<file path="config.mk">
export PLATFORM = sky130hd
export DESIGN_NAME = chroma_interp
export DESIGN_NICKNAME = d
export VERILOG_FILES = /design/src/hdl/demosaic_pkg.sv /design/src/hdl/chroma_interp.sv
export SDC_FILE = /design/constraint.sdc
export NUM_CORES = 1
export LEC_CHECK = 0
export BUFFER_PORTS_ARGS = -buffer_cell sky130_fd_sc_hd__clkbuf_2
export CORE_AREA = 2 2 94 96
export CTS_CLUSTER_DIAMETER = 120
export DETAILED_ROUTE_END_ITERATION = 8
export DIE_AREA = 0 0 96 98
export GPL_TIMING_DRIVEN = 1
export PLACE_DENSITY = 0.82
export SLEW_MARGIN = 20
export SYNTH_ARGS = -nofsm -noshare
export SYNTH_HDL_FRONTEND = slang
export SYNTH_SLANG_ARGS = --single-unit
</file>
<file path="constraint.sdc">
create_clock -name clk_p -period 8.77 [get_ports clk_p]
set_input_delay 0.877 -clock clk_p [delete_from_list [all_inputs] [get_ports clk_p]]
set_output_delay 0.877 -clock clk_p [all_outputs]
set_load 0.005 [all_outputs]
</file>
<file path="src/hdl/demosaic_pkg.sv">
`default_nettype none

package demosaic_pkg;

    localparam int pix_w = 8;
    localparam int num_w = 38;
    localparam int den_w = 29;

    typedef logic [pix_w-1:0] pix_t;
    typedef logic signed [pix_w+1:0] sdiff_t;

    typedef struct packed {
        pix_t r;
        pix_t g;
        pix_t b;
    } rgb_t;

    // [row][col], row 0 is two lines above the centre
    typedef logic [0:4][0:4][pix_w-1:0] win5_t;

    typedef struct packed {
        pix_t c;
        pix_t n;
        pix_t s;
        pix_t w;
        pix_t e;
    } cross_t;

    typedef struct packed {
        pix_t nw;
        pix_t ne;
        pix_t sw;
        pix_t se;
    } diag_t;

    typedef enum logic [3:0] {
        ph_idle, ph_load, ph_green, ph_r_at_b, ph_b_at_r,
        ph_r_at_g, ph_b_at_g, ph_emit, ph_done
    } phase_t;

    typedef enum logic [1:0] {
        op_r_at_b, op_b_at_r, op_r_at_g, op_b_at_g
    } chroma_op_t;

endpackage

`default_nettype wire

</file>
<file path="src/hdl/chroma_interp.sv">
`default_nettype none

module chroma_interp (
    input  logic                        clk_p,
    input  demosaic_pkg::chroma_op_t    op,
    input  demosaic_pkg::cross_t        g_cross,
    input  demosaic_pkg::cross_t        r_cross,
    input  demosaic_pkg::cross_t        b_cross,
    input  demosaic_pkg::diag_t         g_diag,
    input  demosaic_pkg::diag_t         r_diag,
    input  demosaic_pkg::diag_t         b_diag,
    output demosaic_pkg::pix_t          c_value
);
    import demosaic_pkg::*;

    pix_t [3:0] t_nb, g_nb;
    logic signed [pix_w+3:0] acc;
    sdiff_t est;
    pix_t sat;

    function automatic sdiff_t cdiff(pix_t t, pix_t g);
        return sdiff_t'({2'b00, t}) - sdiff_t'({2'b00, g});
    endfunction

    always_comb begin
        // diagonals at red and blue sites, cross at green sites
        case (op)
            op_r_at_b: begin
                t_nb = {r_diag.nw, r_diag.ne, r_diag.sw, r_diag.se};
                g_nb = {g_diag.nw, g_diag.ne, g_diag.sw, g_diag.se};
            end
            op_b_at_r: begin
                t_nb = {b_diag.nw, b_diag.ne, b_diag.sw, b_diag.se};
                g_nb = {g_diag.nw, g_diag.ne, g_diag.sw, g_diag.se};
            end
            op_r_at_g: begin
                t_nb = {r_cross.n, r_cross.s, r_cross.w, r_cross.e};
                g_nb = {g_cross.n, g_cross.s, g_cross.w, g_cross.e};
            end
            default: begin
                t_nb = {b_cross.n, b_cross.s, b_cross.w, b_cross.e};
                g_nb = {g_cross.n, g_cross.s, g_cross.w, g_cross.e};
            end
        endcase
        acc = cdiff(t_nb[0], g_nb[0]) + cdiff(t_nb[1], g_nb[1])
            + cdiff(t_nb[2], g_nb[2]) + cdiff(t_nb[3], g_nb[3]);
        // floor shift, range stays within -255..510
        est = sdiff_t'(sdiff_t'({2'b00, g_cross.c}) + (acc >>> 2));
        if (est < 0) sat = '0;
        else if (est > 255) sat = '1;
        else sat = est[pix_w-1:0];
    end

    always_ff @(posedge clk_p) begin
        c_value <= sat;
    end

endmodule

`default_nettype wire

</file>
---- Word level (Yosys, flattened, before mapping) ----
Cells that the tools add are included.
storage, ports and cells
  flip-flop bits (word level) ............. 8
  latch bits .............................. 0
  RAM bits ................................ 0
  memory bits (read-only) ................. 0
  output and inout bits ................... 8
  memories kept ........................... 0
operators by class
  $add $sub $neg .......................... 8
  multipliers ............................. 0
  div/mod/pow operators ................... 0
  order comparisons ....................... 2
  eq/ne operators ......................... 2
  shift-type cells ........................ 0
  muxes and demuxes ....................... 3
  bitwise operators ....................... 0
  reduce and logical (&&, ||, !) cells .... 2
operator list
  operator                                                                       number
  32-bit case mux with 3 select lines                                            1
  8-bit by 8-bit subtractor with 9-bit output                                    4
  32-bit two-way mux                                                             1
  11-bit by 9-bit adder with 12-bit output                                       1
  10-bit by 9-bit adder with 11-bit output                                       1
  9-bit by 10-bit adder with 10-bit output                                       1
  9-bit by 9-bit adder with 10-bit output                                        1
  10-bit by 9-bit > comparator with 1-bit output, second input constant          1
  10-bit by 1-bit less-than comparator with 1-bit output, second input constant  1
  8-bit two-way mux                                                              1
  2-bit by 1-bit equality test with 1-bit output, second input constant          1
  2-bit equality test, second input constant                                     1
  2-bit logical NOT                                                              1
  2-bit OR reduction                                                             1

---- Longest topological paths before layout ----
  depth in word-level cells ............... 10
  mapped depth ............................ 31
  gate-level depth less buffers ........... 29

---- Worst setup path after synthesis ----
OpenSTA, ideal clock, no wires.
  path kind ............................... input to register
  start point ............................. input op[0]
  end point ............................... register c_value[2]
  setup time .............................. 0.141 ns
  arrival ................................. 6.762 ns
  data required time ...................... 8.629 ns
  slack ................................... 1.867 ns
  cell stages on the path ................. 28
  path through ............................ clkbuf_1 > buf_2 > mux4_2 > inv_1 > ha_1 > inv_1 > fa_1 > a21o_1 > a21oi_1 > xnor2_1 > fa_1 > inv_1 > fa_1 > inv_1 > ha_1 > or4_4 > a21oi_1 > o21bai_1 > a21oi_1 > xnor2_1 > ha_1 > nor4_1 > o21ai_0 > a31oi_1 > a31oi_1 > xnor2_1 > o211ai_2 > a21oi_1
between the ends
  word-level cells in the longest chain between the ends .. 10
  elaborated cells between the ends (all ways) .. 17
ends and longest elaborated chain
  item                                                                                 RTL line             RTL
  start: declaration                                                                   chroma_interp.sv:5   input demosaic_pkg::chroma_op_t op,
  2-bit by 1-bit equality test with 1-bit output or 2-bit logical NOT (tied branches)  chroma_interp.sv:27  case (op)
  2-bit OR reduction (no source line)                                                  -
  32-bit two-way mux                                                                   chroma_interp.sv:27
  8-bit by 8-bit subtractor with 9-bit output                                          chroma_interp.sv:22  return sdiff_t'({2'b00, t}) - sdiff_t'({2'b00, g});
  9-bit by 9-bit adder with 10-bit output                                              chroma_interp.sv:45  acc = cdiff(t_nb[0], g_nb[0]) + cdiff(t_nb[1], g_nb[1])
  10-bit by 9-bit adder with 11-bit output                                             chroma_interp.sv:46  + cdiff(t_nb[2], g_nb[2]) + cdiff(t_nb[3], g_nb[3]);
  11-bit by 9-bit adder with 12-bit output *                                           chroma_interp.sv:46
  9-bit by 10-bit adder with 10-bit output *                                           chroma_interp.sv:48  est = sdiff_t'(sdiff_t'({2'b00, g_cross.c}) + (acc >>> 2));
  10-bit by 9-bit > comparator with 1-bit output                                       chroma_interp.sv:50  else if (est > 255) sat = '1;
  8-bit two-way mux                                                                    chroma_interp.sv:50
  end signal: assignment                                                               chroma_interp.sv:55  c_value <= sat;
  end: declaration                                                                     chroma_interp.sv:12  output demosaic_pkg::pix_t c_value
Mark *: on every way between the ends. The rest lies on a longest branch, timed or not.
A chain may end at the register's enable or synchronous reset.

---- Worst setup path after layout ----
  start point ............................. input op[1]
  end point ............................... register c_value[5]
The elaborated chain is that of the path after synthesis.

==> implementation parameters <==
Parameter                              Value

Floorplanning
  Row count ... 34
  Total Die Area ... 9410 µm²
  Die Span Y ... 98 µm
  Total core area ... 8470 µm²
  Die Wd ... 96 µm
  Initial core utilization ... 43.3%
  Top Ports ... 227

Layout
  Number of standard cells in the final layout excluding fillers ... a little under 700
  Area overhead of the layout relative to synthesis ... 32.7%
  Most flops, register ... c_value
  Largest regs ... c_value (8)
  Flip-flop count of the largest register, all copies and words added ... 8
  Final core utilization ... a little under three fifths
  Fraction of final layout cells with drive strength greater than 1 ... between 40% and 50%
  Net total in the final layout ... a little under 900
  Filler instances ... between 700 and 800

Critical path
  Crit path launch type ... input port
  Required arrival time at the worst endpoint ... 8850 ps
  Critical Path Fanout Max ... 40
  Type of the setup path with the least slack ... input port to flop
  CP peak stage delay ... roughly 580 ps
  Worst setup EP type ... flop
  Highest-delay cell along the critical path ... sky130_fd_sc_hd__buf_4
  Arr. time, crit path ... 7340 ps

Outcome
  Run status ... completed

Synth
  Distinct cell type count of the synthesized netlist ... 37
  Syn nets ... 673
  Most used flip-flop cell after synthesis ... sky130_fd_sc_hd__dfxtp_1
  Fraction of the yosys area taken by sequential cells ... 4.37%
  Avg Cell Area, Syn ... approximately 9.6 µm²
  Post-synthesis async set-or-reset flop share ... 0%
  Post-synthesis instance total ... between 300 and 400
  Count of flip-flops with a built-in enable after synthesis ... 0
  Post-synthesis instance area ... roughly 3700 µm²
  Yosys warnings ... 0
  Synthesis-stage register bit count ... 8

Clock tree
  Reg clk slew, reported paths ... 40 ps
  Deepest clock path buffer count ... 2
  Resized cells post-CTS ... 0
  Number of hold buffers added after CTS ... 0
  CTS root buffer ... sky130_fd_sc_hd__clkbuf_8
  Max H-tree Level ... 1
  Number of sinks driven by the clock tree ... 8
  Num CTS Buffers ... 3
  CTS tree ... built
  Setup Buffers After CTS ... 0

Placed design
  Port-buffer cells ... 210
  Number of cells in the design after placement ... 690
  Detail Placement HPWL ... 9.44 mm
  Gp weighted congestion ... 0.826
  Placement Setup Slack ... about 1200 ps

STA
  Time the final worst path needs with I/O delays and setup ... approximately 7300 ps
  Pins over their slew limit ... 0
  Accumulated negative setup slack ... 0 ps
  Number of hold violations in the final report ... 0
  RSZ-0062 raised after global routing ... false
  Final period util ... 82.7%
  Highest Clock Rate ... 138 MHz
  Worst max-slew margin expressed relative to the limit ... 58.3%
  Number of failing setup endpoints in the final timing report ... 0
  Slew at the pin with the worst max-slew slack ... 625 ps
  Final worst-path setup slack ... 1520 ps

Global route
  Overall Global Routing Usage ... a little over a fifth
  Total gr overflow ... 0
  Antenna violations before repair ... 1
  Wire length of the first global-routing pass ... 16.6 mm
  Largest net degree at the start of global routing ... 41
  Number of global-route vias before repair ... 3872

Hold path
  Worst Hold End ... c_value[0]
  Worst Min Path Start ... g_cross[32]
  Type of the tightest min-delay check ... input port to flop
  Worst hold path stage count ... 4

Flow run
  Max cap viols ... 0

Drt
  DRC ... 0
  Total number of vias ... 3601
  Average wire length per cell after detail routing ... 14.5 µm
  Wire length after detailed routing ... 10.1 mm
  Vias per inst ... 5.19
  Initial drt markers ... 100
  Total iterations of the first detailed-routing run ... 4
  Remaining number of nets flagged by the antenna check after routing ... 0
[metrics by stage]
| step | cell area (µm²) | hold slack, ps |
|---|---|---|
| detailed placement | 4820 | 1250 |
| global route | 4860 | 1070 |
| floorplan | 3660 | 1140 |
| global placement | 4820 | 1250 |
| finish | 4860 | 1020 |
| CTS | 4860 | 1020 |
[synthesized netlist by cell type (2+ instances only)]
cell | instances | area (µm²)
sky130_fd_sc_hd__clkbuf_1 | 8 | 30.0
sky130_fd_sc_hd__or3_1 | 4 | 25.0
sky130_fd_sc_hd__dfxtp_1 | 8 | 160
sky130_fd_sc_hd__fa_1 | 24 | 480
sky130_fd_sc_hd__buf_2 | 3 | 15.0
sky130_fd_sc_hd__nand2b_1 | 6 | 37.5
sky130_fd_sc_hd__inv_1 | 50 | 188
sky130_fd_sc_hd__xor2_1 | 16 | 140
sky130_fd_sc_hd__mux4_2 | 32 | 721
sky130_fd_sc_hd__nand3_1 | 2 | 10.0
sky130_fd_sc_hd__a31oi_1 | 2 | 12.5
sky130_fd_sc_hd__o21ai_0 | 21 | 105
sky130_fd_sc_hd__nor3_1 | 7 | 35.0
sky130_fd_sc_hd__nand3_2 | 2 | 20.0
sky130_fd_sc_hd__nor2b_1 | 8 | 50.1
sky130_fd_sc_hd__a21o_1 | 14 | 105
sky130_fd_sc_hd__xnor2_1 | 22 | 193
sky130_fd_sc_hd__ha_1 | 49 | 613
sky130_fd_sc_hd__mux2i_1 | 27 | 270
sky130_fd_sc_hd__nor2_1 | 9 | 33.8
sky130_fd_sc_hd__a211oi_1 | 3 | 22.5
sky130_fd_sc_hd__mux2_2 | 5 | 56.3
sky130_fd_sc_hd__o21bai_1 | 6 | 45.0
sky130_fd_sc_hd__a21oi_1 | 29 | 145
sky130_fd_sc_hd__nand2_1 | 12 | 45.0
[how the worst max path moves through the flow]
stage                     cells past startpoint   from         end  slack (ps)
final                                        29  op[1]  c_value[5]        1520
after global routing                         29  op[1]  c_value[5]         840
after CTS                                    25  op[0]  c_value[5]        1430
after detailed placement                     25  op[0]  c_value[5]        1170
after global placement                       25  op[0]  c_value[3]        1270
after floorplan                              28  op[0]  c_value[2]        1870
[critical path: cells and delay by family]
kind                     cells  cell delay, ps
buffers and inverters        4            1140
AND/OR/NAND/NOR              4             680
AO/OA/AOI/OAI               12            1940
multiplexers                 1             410
adder cells (fa/ha/maj)      5            1890
XOR/XNOR                     3             390
[placed cells by master, fill, tap and decap left out, types with 2 or more instances in the layout]
master / instances
sky130_fd_sc_hd__o21ai_0: 21
sky130_fd_sc_hd__a211oi_1: 3
sky130_fd_sc_hd__nor2b_1: 8
sky130_fd_sc_hd__mux2i_1: 27
sky130_fd_sc_hd__nand2b_1: 6
sky130_fd_sc_hd__mux4_2: 32
sky130_fd_sc_hd__nor2_1: 9
sky130_fd_sc_hd__nand2_1: 12
sky130_fd_sc_hd__nand3_1: 2
sky130_fd_sc_hd__nand3_2: 2
sky130_fd_sc_hd__o21bai_1: 6
sky130_fd_sc_hd__mux2_2: 5
sky130_fd_sc_hd__xnor2_1: 22
sky130_fd_sc_hd__nor3_1: 7
sky130_fd_sc_hd__inv_1: 50
sky130_fd_sc_hd__buf_4: 2
sky130_fd_sc_hd__a21oi_1: 29
sky130_fd_sc_hd__a21o_1: 14
sky130_fd_sc_hd__a31oi_1: 2
sky130_fd_sc_hd__fa_1: 24
sky130_fd_sc_hd__or3_1: 4
sky130_fd_sc_hd__clkbuf_2: 209
sky130_fd_sc_hd__dfxtp_1: 8
sky130_fd_sc_hd__clkbuf_8: 3
sky130_fd_sc_hd__xor2_1: 16
sky130_fd_sc_hd__ha_1: 49
[logic make-up (layout without fill, tap and decap cells)]
logic type	count (synthesis)	in the layout	share of synthesized area, %
AOI/OAI and AO/OA	81	81	13.3
xor gates and xnor gates	38	38	9.08
adders and majority gates	73	73	29.8
buffers and inverters	61	265	6.35
DFF	8	8	4.37
muxes	64	64	28.6
other	0	1	0
and+or+nand+nor	56	56	8.50
[cell type report]
class / count / area, µm² / area share, %
Timing Repair Buffer: 212 / 1070 / 21.9
Sequential cell: 8 / 160 / 3.29
Clock buffer: 3 / 41.3 / 0.849
Inverter: 50 / 188 / 3.86
Tap cell: 108 / 135 / 2.78
Multi-Input combinational cell: 312 / 3270 / 67.3
Antenna cell: 1 / 2.50 / 0.0514
[layer usage]
layer	up-vias	share of wire, %	global-route usage (%)	wire, µm
met3	16	6.3	3.16	638
met2	143	54	41.7	5430
met5	-	0	0	0
met4	0	1.8	5.93	185
met1	1650	38	24.4	3810
li1	1792	-	-	-
Power is not shown: default switching activity piles up to over one toggle a cycle in this logic, so the estimate is an artifact.
