--- src/hdl/demosaic_pkg.sv ---
`default_nettype none

package demosaic_pkg;

    localparam int pix_w = 8;
    localparam int num_w = 38;
    localparam int den_w = 29;

    typedef logic [pix_w-1:0] pix_t;
    typedef logic signed [pix_w+1:0] sdiff_t;

    typedef struct packed {
        pix_t r;
        pix_t g;
        pix_t b;
    } rgb_t;

    // [row][col], row 0 is two lines above the centre
    typedef logic [0:4][0:4][pix_w-1:0] win5_t;

    typedef struct packed {
        pix_t c;
        pix_t n;
        pix_t s;
        pix_t w;
        pix_t e;
    } cross_t;

    typedef struct packed {
        pix_t nw;
        pix_t ne;
        pix_t sw;
        pix_t se;
    } diag_t;

    typedef enum logic [3:0] {
        ph_idle, ph_load, ph_green, ph_r_at_b, ph_b_at_r,
        ph_r_at_g, ph_b_at_g, ph_emit, ph_done
    } phase_t;

    typedef enum logic [1:0] {
        op_r_at_b, op_b_at_r, op_r_at_g, op_b_at_g
    } chroma_op_t;

endpackage

`default_nettype wire

--- src/hdl/ratio_divider.sv ---
`default_nettype none

module ratio_divider (
    input  logic                                clk_p,
    input  logic                                rst,
    input  logic                                div_start,
    input  logic [demosaic_pkg::num_w-1:0]      num,
    input  logic [demosaic_pkg::den_w-1:0]      den,
    output logic [demosaic_pkg::num_w-1:0]      quot,
    output logic                                div_done
);
    import demosaic_pkg::*;

    logic [den_w-1:0] rem, rem_src, rem_nx, dvs, dvs_src;
    logic [num_w-1:0] q_src, q_nx;
    logic [den_w:0] trial;
    logic [$clog2(num_w)-1:0] cnt;
    logic busy;

    // one restoring step; the start cycle already does the first bit
    always_comb begin
        rem_src = div_start ? '0 : rem;
        q_src = div_start ? num : quot;
        dvs_src = div_start ? den : dvs;
        trial = {rem_src, q_src[num_w-1]};
        if (trial >= {1'b0, dvs_src}) begin
            rem_nx = den_w'(trial - {1'b0, dvs_src});
            q_nx = {q_src[num_w-2:0], 1'b1};
        end else begin
            rem_nx = trial[den_w-1:0];
            q_nx = {q_src[num_w-2:0], 1'b0};
        end
    end

    always_ff @(posedge clk_p) begin
        if (div_start || busy) begin
            rem <= rem_nx;
            quot <= q_nx;
        end
        if (div_start) dvs <= den;
    end

    always_ff @(posedge clk_p or posedge rst) begin
        if (rst) begin
            busy <= 1'b0;
            cnt <= '0;
            div_done <= 1'b0;
        end else begin
            div_done <= 1'b0;
            if (div_start) begin
                busy <= 1'b1;
                cnt <= ($clog2(num_w))'(num_w - 1);
            end else if (busy) begin
                cnt <= cnt - 1'b1;
                if (cnt == 1) begin
                    busy <= 1'b0;
                    div_done <= 1'b1;
                end
            end
        end
    end

endmodule

`default_nettype wire

--- config.mk ---
export PLATFORM = sky130hd
export DESIGN_NAME = ratio_divider
export DESIGN_NICKNAME = d
export VERILOG_FILES = /design/src/hdl/demosaic_pkg.sv /design/src/hdl/ratio_divider.sv
export SDC_FILE = /design/constraint.sdc
export NUM_CORES = 1
export LEC_CHECK = 0
export ABC_AREA = 1
export BUFFER_PORTS_ARGS = -buffer_cell sky130_fd_sc_hd__buf_2
export CAP_MARGIN = 20
export CORE_ASPECT_RATIO = 2
export CORE_UTILIZATION = 50
export DETAILED_ROUTE_END_ITERATION = 16
export GPL_ROUTABILITY_DRIVEN = 0
export GPL_TIMING_DRIVEN = 0
export HOLD_SLACK_MARGIN = 0.05
export PLACE_DENSITY_LB_ADDON = 0.25
export SETUP_SLACK_MARGIN = 0.1
export SLEW_MARGIN = 40
export SYNTH_ARGS = -nofsm -noshare
export SYNTH_HDL_FRONTEND = slang
export SYNTH_SLANG_ARGS = --single-unit
export TNS_END_PERCENT = 1
--- constraint.sdc ---
create_clock -name clk_p -period 2.2 [get_ports clk_p]
set_input_delay 0.44 -clock clk_p [delete_from_list [all_inputs] [get_ports clk_p]]
set_output_delay 0.44 -clock clk_p [all_outputs]
set_load 0.05 [all_outputs]
# Word-level counts from Yosys, hierarchy flattened

Cells that the tools add are included.
Widths: inputs -> output; s select.

$add $sub $neg: 2
Order comparisons: 1
Eq/ne operators: 1
Multiplexer cells: 13
Reduce and logical (&&, ||, !) cells: 2

Operators with widths:

| kind                | count |
|---|---|
| $mux 29             | 3 |
| $mux 38             | 1 |
| $ge 30x29->1        | 1 |
| $sub 29x29->29      | 1 |
| $mux 6              | 2 |
| $mux 1              | 7 |
| $eq 6x1->1 const B  | 1 |
| $sub 6x1->6 const B | 1 |
| $reduce_bool 2->1   | 1 |
| $logic_or 1x1->1    | 1 |

Flip-flop bits (word level): 104
Output and inout port bits: 39

# Logic depth before layout (Yosys ltp)

Gate-level depths: netlist of run 1.

Depth in word-level cells: 4
Depth in mapped cells: 22
Depth with buffers taken out: 17

# Worst setup path after synthesis of run 1

OpenSTA, ideal clock, no wires.

Path kind: input to register
Start point: input div_start
End point: register rem[17] (data pin)
Setup time: 0.253 ns
Arrival: 2.938 ns
Slack: -0.991 ns
Stages on the path: 21
Buffers on the path: 6
Cells stage by stage: buf_6 inv_4 buf_6 clkbuf_1 clkbuf_1 clkbuf_1 nand2_1 nand2_1 ha_1 fa_1 inv_1 nand4_1 nand3_1 nand2_1 nand2_2 nand3_2 nand3_4 inv_4 buf_6 nand2_1 nand2_1

Longest elaborated chain between the ends: 3
Elaborated cells between the ends (all ways): 6
Those cells by class: add/sub (1); order compare (1); mux (4)

Ends and longest elaborated chain:

| item                                           | RTL line                                 | RTL |
|---|---|---|
| start: declaration                             | ratio_divider.sv:6                       | `input logic div_start,` |
| $mux 29 *                                      | -                                        |  |
| via dvs_src[0]                                 | ratio_divider.sv:14                      | `logic [den_w-1:0] rem, rem_src, rem_nx, dvs, dvs_src;` |
| $sub 29x29->29 or $ge 30x29->1 (tied branches) | ratio_divider.sv:27, ratio_divider.sv:26 |  |
| $mux 29 *                                      | ratio_divider.sv:26                      | `if (trial >= {1'b0, dvs_src}) begin` |
| via rem_nx[17]                                 | ratio_divider.sv:14                      |  |
| end signal: assignment                         | ratio_divider.sv:37                      | `rem <= rem_nx;` |
| end: declaration                               | ratio_divider.sv:14                      |  |

Mark *: on every way through the listed nets, which the timed path passes. The rest lies on a longest branch.
A chain may end at the register's enable or synchronous reset.

# Final worst setup path of run 1

Start point: input div_start
End point: register rem[25] (data pin)

Longest elaborated chain between the ends: 3
Elaborated cells between the ends (all ways): 6
Those cells by class: add/sub (1); order compare (1); mux (4)

Ends and longest elaborated chain:

| item                                           | RTL line                                 | RTL |
|---|---|---|
| $mux 38, or another cell as far along          | ratio_divider.sv:23                      | `q_src = div_start ? num : quot;` |
| $sub 29x29->29 or $ge 30x29->1 (tied branches) | ratio_divider.sv:27, ratio_divider.sv:26 |  |
| $mux 29 *                                      | ratio_divider.sv:26                      |  |
| via rem_nx[25]                                 | ratio_divider.sv:14                      |  |

Marks and branches as above.

==> reports/metrics.cfg, run 1 <==
[sta]
period_share_pct = 130
worst_slew_pin_slew_ns = 0.464
hold_violations = 0
skew_ns = 0.0139
setup_slack_ns = -0.657
max-slew-margin-rel_pct = 69.1
slew_violations = 0
rsz0062_at_grt = true
setup_viol = 31
fmax_ghz = 0.350
min_period_ns = 2.86

[worst_hold_path]
hold_path_class = in2reg

[worst_setup_path]
crit_start = div_start
crit_fanout = 10
r2r_start = quot[37]
rrSetupSlack_ns = -0.38
endpoint = rem[25]
crit_path_start_kind = input port
critical_path_class = in2reg
end_kind = flop
required_ns = 2.31
r2r-end = rem[12]
crit_arrival_ns = 2.97
rr_worst_depth = 15

[clock_network]
cts_max_level = 3
tritoncts = yes
cts_buffer_depth = 2
clkLatencyLatePin_ns = 0.36
numClockSinks = 104
path_clk_slew_ns = 0.08
cts-root-buf = clkbuf_16
cts_buffers = 9

[routing]
top_layer_used = met4
totalWireLength_mm = 21.2
dr.pass1.iters = 5
met1Wirelength_mm = 6.78
first_iter_violations = 462
wl_met2_mm = 11.2
wl_met3_mm = 1.39
postRouteAntennaNets = 0
dr_total_vias = 6730
drt-vias-per-instance = 5.57
avgRoutedWirePerCell_um = 17.5
drc = 0

[power]
ir_drop_mv = 0.668
power_mw = 6.43
power_leakage_nw = 4.59
power.density_mw_per_mm2 = 702

[yosys]
ys_warn_count = 0
synth_top_cell_by_area = edfxtp_1
synth_xor_area_share_pct = 1.77
ys_ff_latch = 104
synth.top_cells.by_area = edfxtp_1 (31%), nand2_1 (17%), dfxtp_1 (9.0%), inv_1 (6.9%), ha_1 (6.0%)
synthArstFlopShare_pct = 7.69
synth_nets = 955
synth_compound_area_share_pct = 7.94
synthSimpleGateAreaFrac_pct = 31.0
synthCells = 853
yosysUniqueCellTypes = 39
synth_top_area_share_pct = 31.3
synthFlopType = edfxtp_1
yosysMostFrequentCell = nand2_1
ys_seq_area_share_pct = 43.4
avgSynthCellArea_sq_um = 7.54
synth_edf_count = 67
synthAdderAreaFrac_pct = 6.34
synth_top_family_by_area = simple AND/OR/NAND/NOR gates
muxShareOfSynthArea_pct = 0.156
synth_common_cells = nand2_1 (291), inv_1 (119), edfxtp_1 (67)
netlist_area_sq_mm = 0.00643

[grt]
first_global_vias = 6153
antenna_found_initial = 0
grt_max_degree = 39
grtUsageTotal_pct = 28.3
grt_pass1_wl_mm = 28.0
grt-ovfl-total = 0

[die]
num_io_pins = 109
rows = 58
die_y_um = 162
dieArea_sq_mm = 0.0133
core_sq_mm = 0.0126
fp.dieW_um = 82.2
initial_core_util_pct = 51.2

[cells_and_area]
num_antenna_cells = 0
layout-drive-gt1-share_pct = 36.6
post-route-util_pct = 73.0
area_delta_synth_final_pct = 42.5
nNetsFinal = 1155

[placed_design]
io_buffers = 107
dp_hpwl_mm = 13.0

[run_status]
violations = setup timing
status = finished, violations left

[flow_run]
max_cap_violations = 0

through the flow:
step,area [sq um],TNS (ns),hold WS [ns],cells,setup WS (ns)
floorplan,6480,-55.48,0.256,853,-0.781
global placement,7210,-155.30,0.401,1110,-1.95
detailed placement,7230,-56.23,0.401,1111,-1.94
CTS,8370,-19.96,0.349,1179,-0.696
global route,9170,-21.13,0.356,1208,-0.719
finish,9170,-19.11,0.344,1208,-0.657
cell families after synthesis:
group	count (synthesis)
compound gates	97
buf+inv	146
flops	104
simple gates	460
xor+xnor	13
fa+ha+maj	32
mux	1
where the power goes:
part	switching, mW	total (mW)	internal, mW
sequential	0.120	2.49	2.37
combinational	1.42	2.35	0.930
clock	0.789	1.59	0.799
state kept, by name (all words and copies together), names as in the netlist:
register and flops:
rem 29, div_done 1, dvs 29, cnt 6, busy 1, quot 38
critical path, cell delays in order:
cell and delay (ns):
buf_12 0.10, inv_8 0.03, buf_12 0.13, clkbuf_2 0.14, or2_2 0.28, o21ai_1 0.15
ha_1 0.35, a21oi_2 0.20, o21ai_1 0.13, nand2_1 0.09, nand3_1 0.11, nor2_2 0.17
nand3_4 0.18, buf_12 0.19, buf_8 0.14, nand3_2 0.09, nand2_1 0.06
worst min path at each step:
| stage | from | end | slack (ns) | cells after the start |
|---|---|---|---|---|
| 3_3_place_gp | rst | div_done | 0.40 | 2 |
| 2_1_floorplan | rst | busy | 0.26 | 1 |
| 3_5_place_dp | rst | div_done | 0.40 | 2 |
| 4_1_cts | num[26] | quot[27] | 0.35 | 3 |
| 6_report | num[26] | quot[27] | 0.34 | 3 |
| 5_1_grt | num[25] | quot[26] | 0.36 | 3 |
cell usage in the layout, fill, tap and decap left out, types with 7 or more instances in the layout:
master,synthesis,final
ha_4,0,13
o21ai_2,0,22
dfxtp_1,29,29
nand4_1,19,19
xnor2_1,7,7
nor3_1,10,7
nand3_2,6,19
nand2_1,291,253
a21oi_1,28,15
buf_12,0,7
o21ai_0,56,14
inv_1,119,115
edfxtp_1,67,67
o21ai_1,2,17
buf_2,1,108
nor2_1,55,48
dfrtp_1,8,8
nand2_2,3,35
nand3_1,40,23
ha_1,31,17
buf_6,6,23
clkbuf_16,0,13
or2_2,24,19
buf_4,1,51
a21oi_2,0,8
metal layers:
layer	GRT usage, %	vias up
met4	21.1	0
li1	-	3149
met1	26.1	3077
met5	0	-
met2	52.1	368
met3	4.99	136
area by class of cell:
class	instances	area (sq um)
Buffer	24	314
Clock buffer	10	229
Clock inverter	6	62.6
Fill cell	906	3390
Inverter	122	478
Multi-Input combinational cell	603	3750
Sequential cell	104	2790
Tap cell	150	188
Timing Repair Buffer	189	1350
what timing repair did:
action                     4_1_cts  5_1_grt
hold endpoints to repair         8        0
pin swaps                       28       51
setup endpoints to repair       30       31
gates cloned                     3        1
setup buffers                   49       28
hold buffers                     1        0
gates resized for setup        107      152
No activity file was read; power rests on OpenSTA's default activity.
==> inputs of run 2 (changes only) <==
Settings changed: ABC_AREA 1 to unset.
==> reports/metrics.cfg, run 2 <==
[run_status]
status = finished, violations left
violations = setup timing

[worst_setup_path]
rrSetupSlack_ns = -0.91
crit_arrival_ns = 3.28
rr_worst_depth = 11
r2r_start = quot[37]
crit_path_start_kind = input port
endpoint = rem[23]
path_cells = buf_12 -> clkbuf_16 -> buf_12 -> mux2i_4 -> ha_4 -> fa_2 -> and2b_1 -> o31a_1 -> o211a_1 -> a2111o_1 -> nand3_2 -> o211a_4 -> inv_4 -> mux2_4
critical_path_class = in2reg
r2r-end = rem[23]
path_buf_inv = 4
cp_slowest_stage_delay_ns = 0.41
cpLargestDelayFamily = compound AO/OA/AOI/OAI gates
end_kind = flop
path_common_cell = buf_12
path_depth = 14
required_ns = 2.30
crit_start = div_start
slowest_stage = a2111o_1
crit_fanout = 9

[yosys]
synth_nets = 671
yosysMostFrequentCell = edfxtp_1
ys_warn_count = 0
ys_ff_latch = 104
synthCells = 569
ys_seq_area_share_pct = 45.8
yosysUniqueCellTypes = 64
synth_top_cell_by_area = edfxtp_1
netlist_area_sq_mm = 0.00610
synth_top_area_share_pct = 33.0
synth.top_cells.by_area = edfxtp_1 (33%), dfxtp_1 (9.5%), mux2_2 (7.0%), ha_1 (6.4%), mux2i_1 (5.7%)
synthFlopType = edfxtp_1
synth_edf_count = 67
avgSynthCellArea_sq_um = 10.7
synthArstFlopShare_pct = 7.69
synth_common_cells = edfxtp_1 (67), nand2_1 (53), inv_1 (38), mux2_2 (38), mux2i_1 (35)

[grt]
grt_pass1_wl_mm = 22.8
first_global_vias = 4840
antenna_found_initial = 0
grtUsageTotal_pct = 24.0
grt_max_degree = 46
grt-ovfl-total = 0

[sta]
setup_viol = 30
slew_violations = 0
rsz0062_at_grt = true
min_period_ns = 3.18
max-slew-margin-rel_pct = 66.4
worst_slew_pin_slew_ns = 0.503
hold_violations = 0
finalSetupTns_ns = -26.97
fmax_ghz = 0.314
period_share_pct = 145
setup_slack_ns = -0.980
skew_ns = 0.00872

[cells_and_area]
largestRegisters = quot (38), dvs (29), rem (29)
postLayoutCellArea_sq_mm = 0.00762
area_delta_synth_final_pct = 24.9
post-route-util_pct = 64.7
nNetsFinal = 813
largest_reg_flops = 38
final_common_cell = buf_2
layout-drive-gt1-share_pct = 36.5
final_cell_mix = buf_2 (108), edfxtp_1 (67), nand2_1 (53), inv_1 (37), mux2_2 (37)
num_antenna_cells = 0
largest_register = quot

[clock_network]
tritoncts = yes
cts_buffer_depth = 2
cts_buffers = 9
numClockSinks = 104
cts_max_level = 3
cts-root-buf = clkbuf_16
clkLatencyLatePin_ns = 0.35
path_clk_slew_ns = 0.07

[routing]
totalWireLength_mm = 14.6
avgRoutedWirePerCell_um = 16.9
first_iter_violations = 219
drc = 0
postRouteAntennaNets = 0
dr_total_vias = 4872
dr.pass1.iters = 7
drt-vias-per-instance = 5.66

[worst_hold_path]
hold_path_class = in2reg

[die]
dieArea_sq_mm = 0.0127
initial_core_util_pct = 51.8
fp.dieW_um = 80.1
core_sq_mm = 0.0118
num_io_pins = 109
die_y_um = 158
rows = 56

[flow_run]
max_cap_violations = 0

[power]
power.density_mw_per_mm2 = 944
ir_drop_mv = 0.590
power_mw = 7.19
power_leakage_nw = 3.47

[placed_design]
io_buffers = 107
placed_cell_area_sq_mm = 0.00689
dp_slack_ns = -2.01
dp_hpwl_mm = 10.8

-- run 2: changes by cell type after synthesis, moves of 33 or more --
| cell | change |
|---|---|
| nand3_1 | -33 |
| mux2_2 | +38 |
| inv_1 | -81 |
| o21ai_0 | -40 |
| mux2i_1 | +34 |
| nand2_1 | -238 |
-- run 2: cell families (layout without fill, tap and decap cells) --
kind of cell / after synthesis / in the layout / share of synthesized area (%)
AND/OR/NAND/NOR: 152 / 152 / 12.2
AO/OA/AOI/OAI: 109 / 109 / 12.4
flip-flops: 104 / 104 / 45.8
multiplexers: 75 / 75 / 13.3
buffers and inverters: 61 / 208 / 4.51
XOR/XNOR: 36 / 36 / 5.17
adder cells (fa/ha/maj): 32 / 32 / 6.69
-- run 2: worst min path at each step --
| stage | cells past startpoint | slack [ns] | start | end |
|---|---|---|---|---|
| 2_1_floorplan | 1 | 0.26 | rst | busy |
| 5_1_grt | 3 | 0.33 | den[21] | dvs[21] |
| 3_3_place_gp | 2 | 0.38 | rst | div_done |
| 6_report | 3 | 0.32 | den[23] | dvs[23] |
| 3_5_place_dp | 2 | 0.40 | rst | cnt[4] |
| 4_1_cts | 3 | 0.33 | den[21] | dvs[21] |
-- run 2: metrics by stage --
stage | std cells | hold WS [ns]
after floorplan | 569 | 0.256
after global placement | 821 | 0.384
after detailed placement | 822 | 0.399
after CTS | 852 | 0.325
after global routing | 861 | 0.325
final | 861 | 0.320
-- run 2: routing by layer --
metal  track usage (%)  share of wire [%]  routed length, um
met3              3.46                5.1                748
met2              46.3                 55               8040
met4              12.2                3.7                533
met1              23.9                 36               5260
met5                 0                  0                  0
-- run 2: timing repair --
action                                 CTS  global route
resized for setup                       33            25
hold buffers                             1             0
endpoints found under the hold margin    8             0
setup buffers                           15             9
pin swaps                               11            11
gates cloned                             0             0
setup endpoints to repair               75            30
-- run 2: power breakdown --
group	switching, mW	internal (mW)
sequential	0.140	2.52
clock	0.769	0.799
combinational	1.73	1.23
total	2.64	4.55
-- run 2: tightest hold or removal path: stages --
cell	delay (ns)
buf_2	0.08
mux2i_2	0.07
inv_1	0.05
-- run 2: layout make-up --
| cell class | count | area (sq um) |
|---|---|---|
| clock inverter | 6 | 62.6 |
| fill | 945 | 4150 |
| timing repair buffer | 133 | 758 |
| tap | 145 | 181 |
| sequential | 104 | 2790 |
| buffer | 19 | 230 |
| multi-input combinational | 404 | 3210 |
| inverter | 40 | 155 |
| clock buffer | 10 | 229 |
