### src/hdl/demosaic_pkg.sv
`default_nettype none

package demosaic_pkg;

    localparam int pix_w = 8;
    localparam int num_w = 38;
    localparam int den_w = 29;

    typedef logic [pix_w-1:0] pix_t;
    typedef logic signed [pix_w+1:0] sdiff_t;

    typedef struct packed {
        pix_t r;
        pix_t g;
        pix_t b;
    } rgb_t;

    // [row][col], row 0 is two lines above the centre
    typedef logic [0:4][0:4][pix_w-1:0] win5_t;

    typedef struct packed {
        pix_t c;
        pix_t n;
        pix_t s;
        pix_t w;
        pix_t e;
    } cross_t;

    typedef struct packed {
        pix_t nw;
        pix_t ne;
        pix_t sw;
        pix_t se;
    } diag_t;

    typedef enum logic [3:0] {
        ph_idle, ph_load, ph_green, ph_r_at_b, ph_b_at_r,
        ph_r_at_g, ph_b_at_g, ph_emit, ph_done
    } phase_t;

    typedef enum logic [1:0] {
        op_r_at_b, op_b_at_r, op_r_at_g, op_b_at_g
    } chroma_op_t;

endpackage

`default_nettype wire

### src/hdl/raster_sequencer.sv
`default_nettype none

module raster_sequencer #(
    parameter int img_w = 16,
    parameter int img_h = 12
) (
    input  logic                              clk_p,
    input  logic                              rst,
    input  logic                              start,
    input  logic                              g_valid,
    output logic [$clog2(img_w*img_h)-1:0]    rd_addr,
    output logic [$clog2(img_w*img_h)-1:0]    wr_addr,
    output logic                              out_valid,
    output logic                              done,
    output logic                              raw_we,
    output logic                              g_we,
    output logic                              r_we,
    output logic                              b_we,
    output logic [$clog2(img_w)-1:0]          wx,
    output logic [$clog2(img_h)-1:0]          wy,
    output logic [$clog2(img_w)-1:0]          cx,
    output logic [$clog2(img_h)-1:0]          cy,
    output logic                              go,
    output demosaic_pkg::chroma_op_t          op
);
    import demosaic_pkg::*;

    localparam int aw = $clog2(img_w * img_h);
    localparam int xw = $clog2(img_w);
    localparam int yw = $clog2(img_h);
    localparam int x_hi = img_w - 3;
    localparam int y_hi = img_h - 3;

    phase_t phase, np;
    logic [xw-1:0] x, nx;
    logic [yw-1:0] y, ny;
    logic [1:0] xs;
    logic hold, advance, row_end, pass_end, chroma_ph;
    logic [aw-1:0] addr;

    // x of the first site on a row for each pass
    function automatic int row_start(phase_t ph, int yy);
        case (ph)
            ph_green:             return yy[0] ? 3 : 2;
            ph_r_at_b:            return 3;
            ph_r_at_g, ph_b_at_g: return yy[0] ? 2 : 3;
            default:              return 2;
        endcase
    endfunction

    function automatic int first_row(phase_t ph);
        return (ph == ph_r_at_b) ? 3 : 2;
    endfunction

    function automatic int row_step(phase_t ph);
        return (ph == ph_r_at_b || ph == ph_b_at_r) ? 2 : 1;
    endfunction

    // ------------------------------
    // next site in the current pass
    always_comb begin
        xs = (phase == ph_emit) ? 2'd1 : 2'd2;
        row_end = int'(x) + xs > x_hi;
        pass_end = row_end && (int'(y) + row_step(phase) > y_hi);
        ny = row_end ? yw'(int'(y) + row_step(phase)) : y;
        nx = row_end ? xw'(row_start(phase, int'(ny))) : xw'(int'(x) + xs);
        np = (phase == ph_emit) ? ph_done : phase_t'(phase + 1'b1);
        chroma_ph = phase inside {ph_r_at_b, ph_b_at_r, ph_r_at_g, ph_b_at_g};
        case (phase)
            ph_green: advance = hold && g_valid;
            ph_emit:  advance = 1'b1;
            default:  advance = chroma_ph && hold;
        endcase
    end

    // ------------------------------
    // phase FSM
    always_ff @(posedge clk_p or posedge rst) begin
        if (rst) begin
            phase <= ph_idle;
            x <= '0;
            y <= '0;
            hold <= 1'b0;
            go <= 1'b0;
            raw_we <= 1'b0;
        end else begin
            go <= 1'b0;
            // RAM data lags its address by one cycle
            raw_we <= (phase == ph_load);
            case (phase)
                ph_idle, ph_done: begin
                    if (start) begin
                        phase <= ph_load;
                        x <= '0;
                        y <= '0;
                    end
                end
                ph_load: begin
                    if (int'(x) == img_w - 1) begin
                        x <= '0;
                        y <= y + 1'b1;
                        if (int'(y) == img_h - 1) begin
                            phase <= ph_green;
                            x <= xw'(2);
                            y <= yw'(2);
                        end
                    end else begin
                        x <= x + 1'b1;
                    end
                end
                default: begin
                    // green waits on the divider, chroma takes two cycles
                    if (!hold && phase != ph_emit) begin
                        hold <= 1'b1;
                        go <= (phase == ph_green);
                    end
                    if (advance) begin
                        hold <= 1'b0;
                        if (pass_end) begin
                            phase <= np;
                            y <= yw'(first_row(np));
                            x <= xw'(row_start(np, first_row(np)));
                        end else begin
                            x <= nx;
                            y <= ny;
                        end
                    end
                end
            endcase
        end
    end

    always_ff @(posedge clk_p) begin
        wx <= x;
        wy <= y;
    end

    assign addr = aw'(int'(y) * img_w + int'(x));
    assign rd_addr = (phase == ph_load) ? addr : '0;
    assign wr_addr = (phase == ph_emit) ? addr : '0;
    assign out_valid = (phase == ph_emit);
    assign done = (phase == ph_done);
    assign cx = x;
    assign cy = y;
    assign g_we = (phase == ph_green) && g_valid;
    assign r_we = hold && (phase == ph_r_at_b || phase == ph_r_at_g);
    assign b_we = hold && (phase == ph_b_at_r || phase == ph_b_at_g);

    always_comb begin
        case (phase)
            ph_b_at_r: op = op_b_at_r;
            ph_r_at_g: op = op_r_at_g;
            ph_b_at_g: op = op_b_at_g;
            default:   op = op_r_at_b;
        endcase
    end

endmodule

`default_nettype wire

### config.mk
export PLATFORM = sky130hd
export DESIGN_NAME = raster_sequencer
export DESIGN_NICKNAME = d
export VERILOG_FILES = /design/src/hdl/demosaic_pkg.sv /design/src/hdl/raster_sequencer.sv
export SDC_FILE = /design/constraint.sdc
export NUM_CORES = 1
export LEC_CHECK = 0
export ABC_AREA = 1
export BUFFER_PORTS_ARGS = -buffer_cell sky130_fd_sc_hd__buf_2
export CORE_ASPECT_RATIO = 0.6
export CORE_MARGIN = 4
export CORE_UTILIZATION = 40
export CTS_CLUSTER_DIAMETER = 200
export DETAILED_ROUTE_END_ITERATION = 10
export PLACE_DENSITY = 0.62
export SLEW_MARGIN = 20
export SYNTH_ARGS = -nofsm -noshare
export SYNTH_HDL_FRONTEND = slang
export SYNTH_SLANG_ARGS = --single-unit
export TNS_END_PERCENT = 100
### constraint.sdc
create_clock -name clk_p -period 3.4 [get_ports clk_p]
set_clock_uncertainty 0.1 [all_clocks]
set_input_delay 0.68 -clock clk_p [delete_from_list [all_inputs] [get_ports clk_p]]
set_output_delay 0.68 -clock clk_p [all_outputs]
set_load 0.01 [all_outputs]
-- Yosys cells after proc, flatten, opt, wreduce, memory -nomap -nowiden
Index checks and enable logic that the tools add are counted.
- memory bits (read-only): 0
- bits in writable memories: 0
- register bits after elaboration: 23
- latch bits: 0
- output and inout port bits: 41
- logic and storage cells: 99
- memories kept: 0
- reduce and logical (&&, ||, !) cells: 26
- div/mod/pow operators: 0
- $add $sub $neg: 6
- shift-type cells: 0
- bitwise operators: 1
- $mul: 0
- magnitude comparators: 2
- multiplexer cells: 37
- eq/ne operators: 18
- operators with widths (operator ; number):
    $mux W4 ; 16
    $gt A32 B4 Y1 const B ; 1
    $gt A32 B5 Y1 const B ; 1
    $eq A4 B3 Y1 const B ; 6
    $pmux W4 S2 ; 3
    $eq A4 B2 Y1 const B ; 4
    $mux W8 ; 2
    $add A4 B1 Y4 const B ; 3
    $add A4 B2 Y5 ; 2
    $mux W1 ; 9
    $add A8 B4 Y8 ; 1
    $eq A4 B1 Y1 const B ; 2
    $eq A4 B4 Y1 const B ; 2
    $reduce_bool A4 Y1 ; 2
    $logic_and A1 B1 Y1 ; 7
    $mux W2 ; 3
    $pmux W1 S3 ; 2
    $pmux W2 S3 ; 1
    $reduce_bool A3 Y1 ; 2
    $reduce_or A2 Y1 ; 3
    $reduce_and A5 Y1 ; 1
    $logic_not A4 Y1 ; 1
    $ne A2 B1 Y1 const B ; 2
    $ne A4 B3 Y1 const B ; 1
    other kinds (10) ; 13

-- Logic depth before layout (Yosys ltp)
- word-level depth: 11
- depth in mapped cells: 19
- mapped depth without buffers: 19

-- Worst setup path before layout
OpenSTA, ideal clock, no wires.
- kind: reg-to-reg
- start: register phase[0]
- end: register y[0] (netlist: cy[0])
- data arrival time: 2.465 ns
- setup slack: 0.716 ns
- data required time: 3.180 ns
- cell stages (with the launch flop): 17
- path buffers: 0
- cell sequence: dfrtp_1 -> ha_1 -> nand2_2 -> nor2_4 -> ha_1 -> fa_1 -> inv_1 -> nor2_1 -> nand3_1 -> nand2_4 -> nand4_1 -> nand3_1 -> inv_1 -> nand2_1 -> nand3_1 -> o21ai_0 -> inv_1
- elaborated cells between the ends (all ways): 33
- RTL lines (item ; line ; RTL):
    start, declared ; raster_sequencer.sv:34 ; phase_t phase, np;
    start signal, assigned ; raster_sequencer.sv:80 ; phase <= ph_idle;
    start signal, assigned ; raster_sequencer.sv:93 ; phase <= ph_load;
    start signal, assigned ; raster_sequencer.sv:103 ; phase <= ph_green;
    $eq A4 B3 Y1 (*) ; n/a ;
    named net out_valid ; raster_sequencer.sv:13 ; output logic out_valid,
    $mux W2 ; raster_sequencer.sv:62 ; xs = (phase == ph_emit) ? 2'd1 : 2'd2;
    $add A4 B2 Y5 ; n/a ;
    $gt A32 B4 Y1 ; raster_sequencer.sv:63 ; row_end = int'(x) + xs > x_hi;
    $mux W4 / $logic_and A1 B1 Y1 (equally long branches) ; raster_sequencer.sv:65, raster_sequencer.sv:64 ;
    $mux W4 ; raster_sequencer.sv:119 ; if (pass_end) begin
    $mux W4 ; raster_sequencer.sv:117 ; if (advance) begin
    $pmux W4 S2 ; raster_sequencer.sv:90 ; case (phase)
    end signal, assigned ; raster_sequencer.sv:101 ; y <= y + 1'b1;
    end signal, assigned ; raster_sequencer.sv:121 ; y <= yw'(first_row(np));
    end signal, assigned ; raster_sequencer.sv:125 ; y <= ny;
    end, declared ; raster_sequencer.sv:36 ; logic [yw-1:0] y, ny;
Mark *: on every way through the listed nets, which the timed path passes. The rest lies on a longest branch. The select of a mux whose other input is x is not followed.
A chain may end at the register's enable or synchronous reset.

-- Final worst setup path
- start: register phase[1]
- end: register y[0] (netlist: cy[0])
- word-level cells in the longest chain between the ends: 9
- elaborated cells between the ends (all ways): 33
- ends and longest elaborated chain (item ; line ; RTL):
    $eq A4 B2 Y1 / $eq A4 B3 Y1 (equally long branches) ; raster_sequencer.sv:56, raster_sequencer.sv:68 ;
    $logic_or A1 B1 Y1 ; raster_sequencer.sv:56 ; return (ph == ph_r_at_b || ph == ph_b_at_r) ? 2 : 1;
    $mux W2 ; raster_sequencer.sv:56 ;
    $add A4 B2 Y5 ; raster_sequencer.sv:65 ; ny = row_end ? yw'(int'(y) + row_step(phase)) : y;
    $gt A32 B5 Y1 ; raster_sequencer.sv:64 ; pass_end = row_end && (int'(y) + row_step(phase) > y_hi);
    $logic_and A1 B1 Y1 ; raster_sequencer.sv:64 ;
    $mux W4 ; raster_sequencer.sv:119 ;
    $mux W4 ; raster_sequencer.sv:117 ;
    $pmux W4 S2 ; raster_sequencer.sv:90 ;
Parallel ways exist; a longest one is shown, timed or not. The select of a mux whose other input is x is not followed.

==> metrics.txt <==
# TYPE chip_impl_metric gauge
chip_impl_info{name="clock_tree_from_tritoncts",value="yes"} 1
chip_impl_metric{name="drv_cap",unit=""} 0
chip_impl_metric{name="via_total_after_detailed_routing",unit=""} 1684
chip_impl_metric{name="power.share.sequential",unit="%"} 59.7
chip_impl_metric{name="floorplan.initialDensity",unit="%"} 42.22
chip_impl_metric{name="synth.cell_area",unit="um^2"} 1759
chip_impl_metric{name="final_nets",unit=""} 302
chip_impl_metric{name="drt-vias-per-instance",unit=""} 4.895
chip_impl_metric{name="clk_pin_slew_worst_paths",unit="ns"} 0.09
chip_impl_metric{name="portBuffers",unit=""} 44
chip_impl_metric{name="width_of_the_die",unit="um"} 93.62
chip_impl_metric{name="vdd_ir_drop_max",unit="mV"} 0.1646
chip_impl_metric{name="layout.area.seq",unit="um^2"} 535.5
chip_impl_metric{name="asyncSetResetFlopFracSynth",unit="%"} 65.22
chip_impl_metric{name="grt_use_met3",unit="%"} 4.949
chip_impl_metric{name="clock_power_share",unit="%"} 39.1
chip_impl_metric{name="worst-slew-pin-transition",unit="ns"} 0.6524
chip_impl_metric{name="post_synth.cell_area_avg",unit="um^2"} 7.330
chip_impl_info{name="worst_path_max_delay_cell",value="sky130_fd_sc_hd__fa_1"} 1
chip_impl_info{name="worstPathCellList",value="ha_1 > nand2_2 > nor2_4 > inv_2 > fa_1 > nand2_1 > nand2_1 > nor2_1 > nand3_1 > nand2_4 > nand4_1 > nand3_1 > inv_1 > nand2_1 > nand3_1 > o21ai_0 > inv_1"} 1
chip_impl_metric{name="p_leak",unit="nW"} 1.143
chip_impl_metric{name="required",unit="ns"} 3.46
chip_impl_metric{name="final_antenna_net_count",unit=""} 0
chip_impl_metric{name="finalHoldViolations",unit=""} 0
chip_impl_metric{name="post_cts_resize_count",unit=""} 0
chip_impl_info{name="rsz0062_at_grt",value="false"} 1
chip_impl_metric{name="grt_max_degree",unit=""} 16
chip_impl_metric{name="drt_iter0_drc",unit=""} 85
chip_impl_metric{name="area.growth.synth_to_final",unit="%"} 17.71
chip_impl_metric{name="syn-num-nets",unit=""} 257
chip_impl_metric{name="clk_latency",unit="ns"} 0.28
chip_impl_metric{name="timing.reg2reg.worst_path_depth",unit=""} 17
chip_impl_metric{name="critical_path.n_buffers_inverters",unit=""} 3
chip_impl_metric{name="detail_route.wl_per_cell",unit="um"} 13.71
chip_impl_metric{name="core_area",unit="um^2"} 4167
chip_impl_metric{name="total_area_of_multi_input_combinational_cells",unit="um^2"} 1033
chip_impl_metric{name="timing.critical_path.fanout_max",unit=""} 10
chip_impl_metric{name="wl",unit="mm"} 4.717
chip_impl_metric{name="postSynthRegisterBits",unit=""} 23
chip_impl_info{name="dominantRegCellSynth",value="sky130_fd_sc_hd__dfrtp_1"} 1
chip_impl_metric{name="path_depth",unit=""} 17
chip_impl_metric{name="core.rowCount",unit=""} 18
chip_impl_metric{name="worst_slack_placed",unit="ns"} 0.5298
chip_impl_metric{name="die-area",unit="um^2"} 5558
chip_impl_info{name="min_path_type",value="in -> async"} 1
chip_impl_metric{name="ctsLongestPathBuffers",unit=""} 2
chip_impl_info{name="critical_path_endpoint_category",value="register"} 1
chip_impl_metric{name="final_cells",unit=""} 344
chip_impl_info{name="start_point_of_the_critical_path",value="phase[1]"} 1
chip_impl_metric{name="dpl.cell_count",unit=""} 340
chip_impl_metric{name="htree_num_levels",unit=""} 1
chip_impl_metric{name="synth_cells",unit=""} 240
chip_impl_metric{name="drt_drc_violations_left",unit=""} 0
chip_impl_metric{name="fmaxAchievable",unit="GHz"} 0.3415
chip_impl_info{name="timing.critical_path.from_type",value="register"} 1
chip_impl_metric{name="layout.core_utilization",unit="%"} 49.70
chip_impl_info{name="timing.critical_path.to",value="cy[0]"} 1
chip_impl_info{name="master_cell_of_the_clock_root_buffer",value="sky130_fd_sc_hd__clkbuf_8"} 1
chip_impl_metric{name="finalWorstSetupSlack",unit="ns"} 0.4721
chip_impl_metric{name="setup_viol",unit=""} 0
chip_impl_metric{name="netSwitchingPower",unit="mW"} 0.09793
chip_impl_metric{name="dp_hpwl",unit="mm"} 3.765
chip_impl_metric{name="drt_first_pass_iters",unit=""} 4
chip_impl_info{name="grt_busiest_layer",value="met1"} 1
chip_impl_metric{name="power.internal",unit="mW"} 0.3570
chip_impl_metric{name="seq_area_frac_synth",unit="%"} 30.44
chip_impl_metric{name="post-route-cell-area",unit="um^2"} 2071
chip_impl_metric{name="numClockSinks",unit=""} 23
chip_impl_metric{name="synth_warnings",unit=""} 0
chip_impl_metric{name="place.gp.congestion",unit=""} 0.8704
chip_impl_metric{name="fin_setup_tns",unit="ns"} 0
chip_impl_metric{name="yosys.cell_types.count",unit=""} 32
chip_impl_metric{name="final_max_tran_viols",unit=""} 0
chip_impl_metric{name="placed_area",unit="um^2"} 2026
chip_impl_metric{name="floorplan.io_pins",unit=""} 45
chip_impl_metric{name="timing.final.crit_period",unit="ns"} 2.928
chip_impl_metric{name="grt_first_pass_wirelength",unit="mm"} 7.748
chip_impl_metric{name="vias_in_the_first_global_route",unit=""} 1544
chip_impl_metric{name="combinationalPowerShare",unit="%"} 1.2
chip_impl_metric{name="aggregate_global_route_resource_usage",unit="%"} 18.13
chip_impl_metric{name="groute.layer.met2.usage",unit="%"} 25.20
chip_impl_metric{name="finalCritPeriodShare",unit="%"} 86.11
chip_impl_metric{name="number_of_enable_flip_flop_cells_after_synthesis",unit=""} 0
chip_impl_info{name="r2r_endpoint",value="cy[0]"} 1
chip_impl_metric{name="cts_post_setup_buffers_inserted",unit=""} 0
chip_impl_info{name="run_status",value="finished clean"} 1
chip_impl_metric{name="cts_hold_buf",unit=""} 0
chip_impl_metric{name="floorplan.die.height",unit="um"} 59.37
chip_impl_metric{name="fillers",unit=""} 432
chip_impl_info{name="worst_r2r_startpoint",value="phase[1]"} 1
chip_impl_metric{name="worst-endpoint-arrival",unit="ns"} 2.99
chip_impl_metric{name="antenna_cells",unit=""} 0
chip_impl_metric{name="power_density",unit="nW/um^2"} 219.7
chip_impl_metric{name="global_route_met1_usage",unit="%"} 27.76
chip_impl_metric{name="switching_share",unit="%"} 21.52
chip_impl_metric{name="antenna_found_initial",unit=""} 0
chip_impl_metric{name="timing.slew.headroom",unit="%"} 56.46
chip_impl_metric{name="cp_slowest_stage_delay",unit="ns"} 0.46
chip_impl_metric{name="final_layout_size_suffix_gt1_share",unit="%"} 25.35
chip_impl_info{name="critPathTopFamily",value="simple AND/OR/NAND/NOR gates"} 1
chip_impl_metric{name="ff2ff_setup_slack",unit="ns"} 0.47
chip_impl_info{name="crit_path_class",value="reg -> reg"} 1
chip_impl_metric{name="gr-total-overflow",unit=""} 0
chip_impl_metric{name="cts_buffer_count",unit=""} 3
==> how the worst min path moves through the flow <==
| stage | startpoint | to | cells past startpoint |
|---|---|---|---|
| floorplan | cy[2] | wy[2] | 0 |
| finish | rst | go | 2 |
| detailed placement | cx[3] | wx[3] | 0 |
| global placement | cx[3] | wx[3] | 0 |
| global route | cx[3] | wx[3] | 0 |
| CTS | cx[3] | wx[3] | 0 |
==> state kept, by name (all words and copies together) (netlist names) <==
register	count
cx	4
cy	4
go	1
hold	1
phase	4
raw_we	1
wx	4
wy	4
==> per-layer routing <==
| layer | share of wire (%) | vias up |
|---|---|---|
| met3 | 8.4 | 6 |
| met1 | 52 | 769 |
| met2 | 39 | 51 |
| met4 | 0.78 | 0 |
| met5 | 0 | - |
| li1 | - | 858 |
==> stage by stage <==
stage	power, mW	hold WS (ns)
2_1_floorplan	0.2803	0.3237
3_3_place_gp	0.2835	0.3532
3_5_place_dp	0.2836	0.3534
4_1_cts	0.4589	0.3749
5_1_grt	0.4725	0.4094
6_report	0.4550	0.3733
==> final cells by class <==
| class | instances | area share (%) |
|---|---|---|
| Clock buffer | 4 | 2.175 |
| Inverter | 43 | 7.795 |
| Multi-Input combinational cell | 170 | 49.91 |
| Sequential cell | 23 | 25.86 |
| Tap cell | 60 | 3.625 |
| Timing Repair Buffer | 44 | 10.63 |
==> cell usage in the layout, fill, tap and decap left out, drive strengths merged, types with 6 or more instances in the layout <==
| cell type | netlist | final |
|---|---|---|
| a21oi | 10 | 10 |
| inv | 43 | 43 |
| nand4 | 6 | 6 |
| ha | 11 | 11 |
| dfxtp | 8 | 8 |
| o21ai | 14 | 14 |
| nor2 | 43 | 43 |
| dfrtp | 15 | 15 |
| buf | 4 | 44 |
| nand2 | 49 | 49 |
| nand3 | 22 | 22 |
==> power groups by stage <==
| stage | clock network, mW | registers [mW] | logic (mW) |
|---|---|---|---|
| 6_report | 0.178 | 0.272 | 0.00547 |
| 5_1_grt | 0.194 | 0.272 | 0.00662 |
| 4_1_cts | 0.181 | 0.272 | 0.00606 |
| 3_5_place_dp | 0 | 0.278 | 0.00603 |
| 3_3_place_gp | 0 | 0.278 | 0.00590 |
| 2_1_floorplan | 0 | 0.278 | 0.00271 |
==> cells in the mapped netlist (3+ instances only) <==
cell	number	area, um^2
sky130_fd_sc_hd__a31oi_1	4	25.02
sky130_fd_sc_hd__dfxtp_1	8	160.2
sky130_fd_sc_hd__o21ai_1	5	25.02
sky130_fd_sc_hd__a21oi_1	10	50.05
sky130_fd_sc_hd__o21ai_0	9	45.04
sky130_fd_sc_hd__nor2_1	37	138.9
sky130_fd_sc_hd__nand3_1	18	90.09
sky130_fd_sc_hd__inv_1	37	138.9
sky130_fd_sc_hd__nand2_2	3	18.77
sky130_fd_sc_hd__inv_2	6	22.52
sky130_fd_sc_hd__nand2_1	44	165.2
sky130_fd_sc_hd__ha_1	11	137.6
sky130_fd_sc_hd__dfrtp_1	15	375.4
sky130_fd_sc_hd__nand4_1	4	25.02
sky130_fd_sc_hd__nor2_4	3	33.78
==> kinds of logic after synthesis <==
| group | count (synthesis) | synth area share (%) |
|---|---|---|
| compound gates | 32 | 9.957 |
| buf+inv | 47 | 10.81 |
| flops | 23 | 30.44 |
| simple gates | 122 | 37.20 |
| fa+ha+maj | 13 | 10.10 |
| xor+xnor | 3 | 1.494 |
Power figures use the tool's default switching activity.
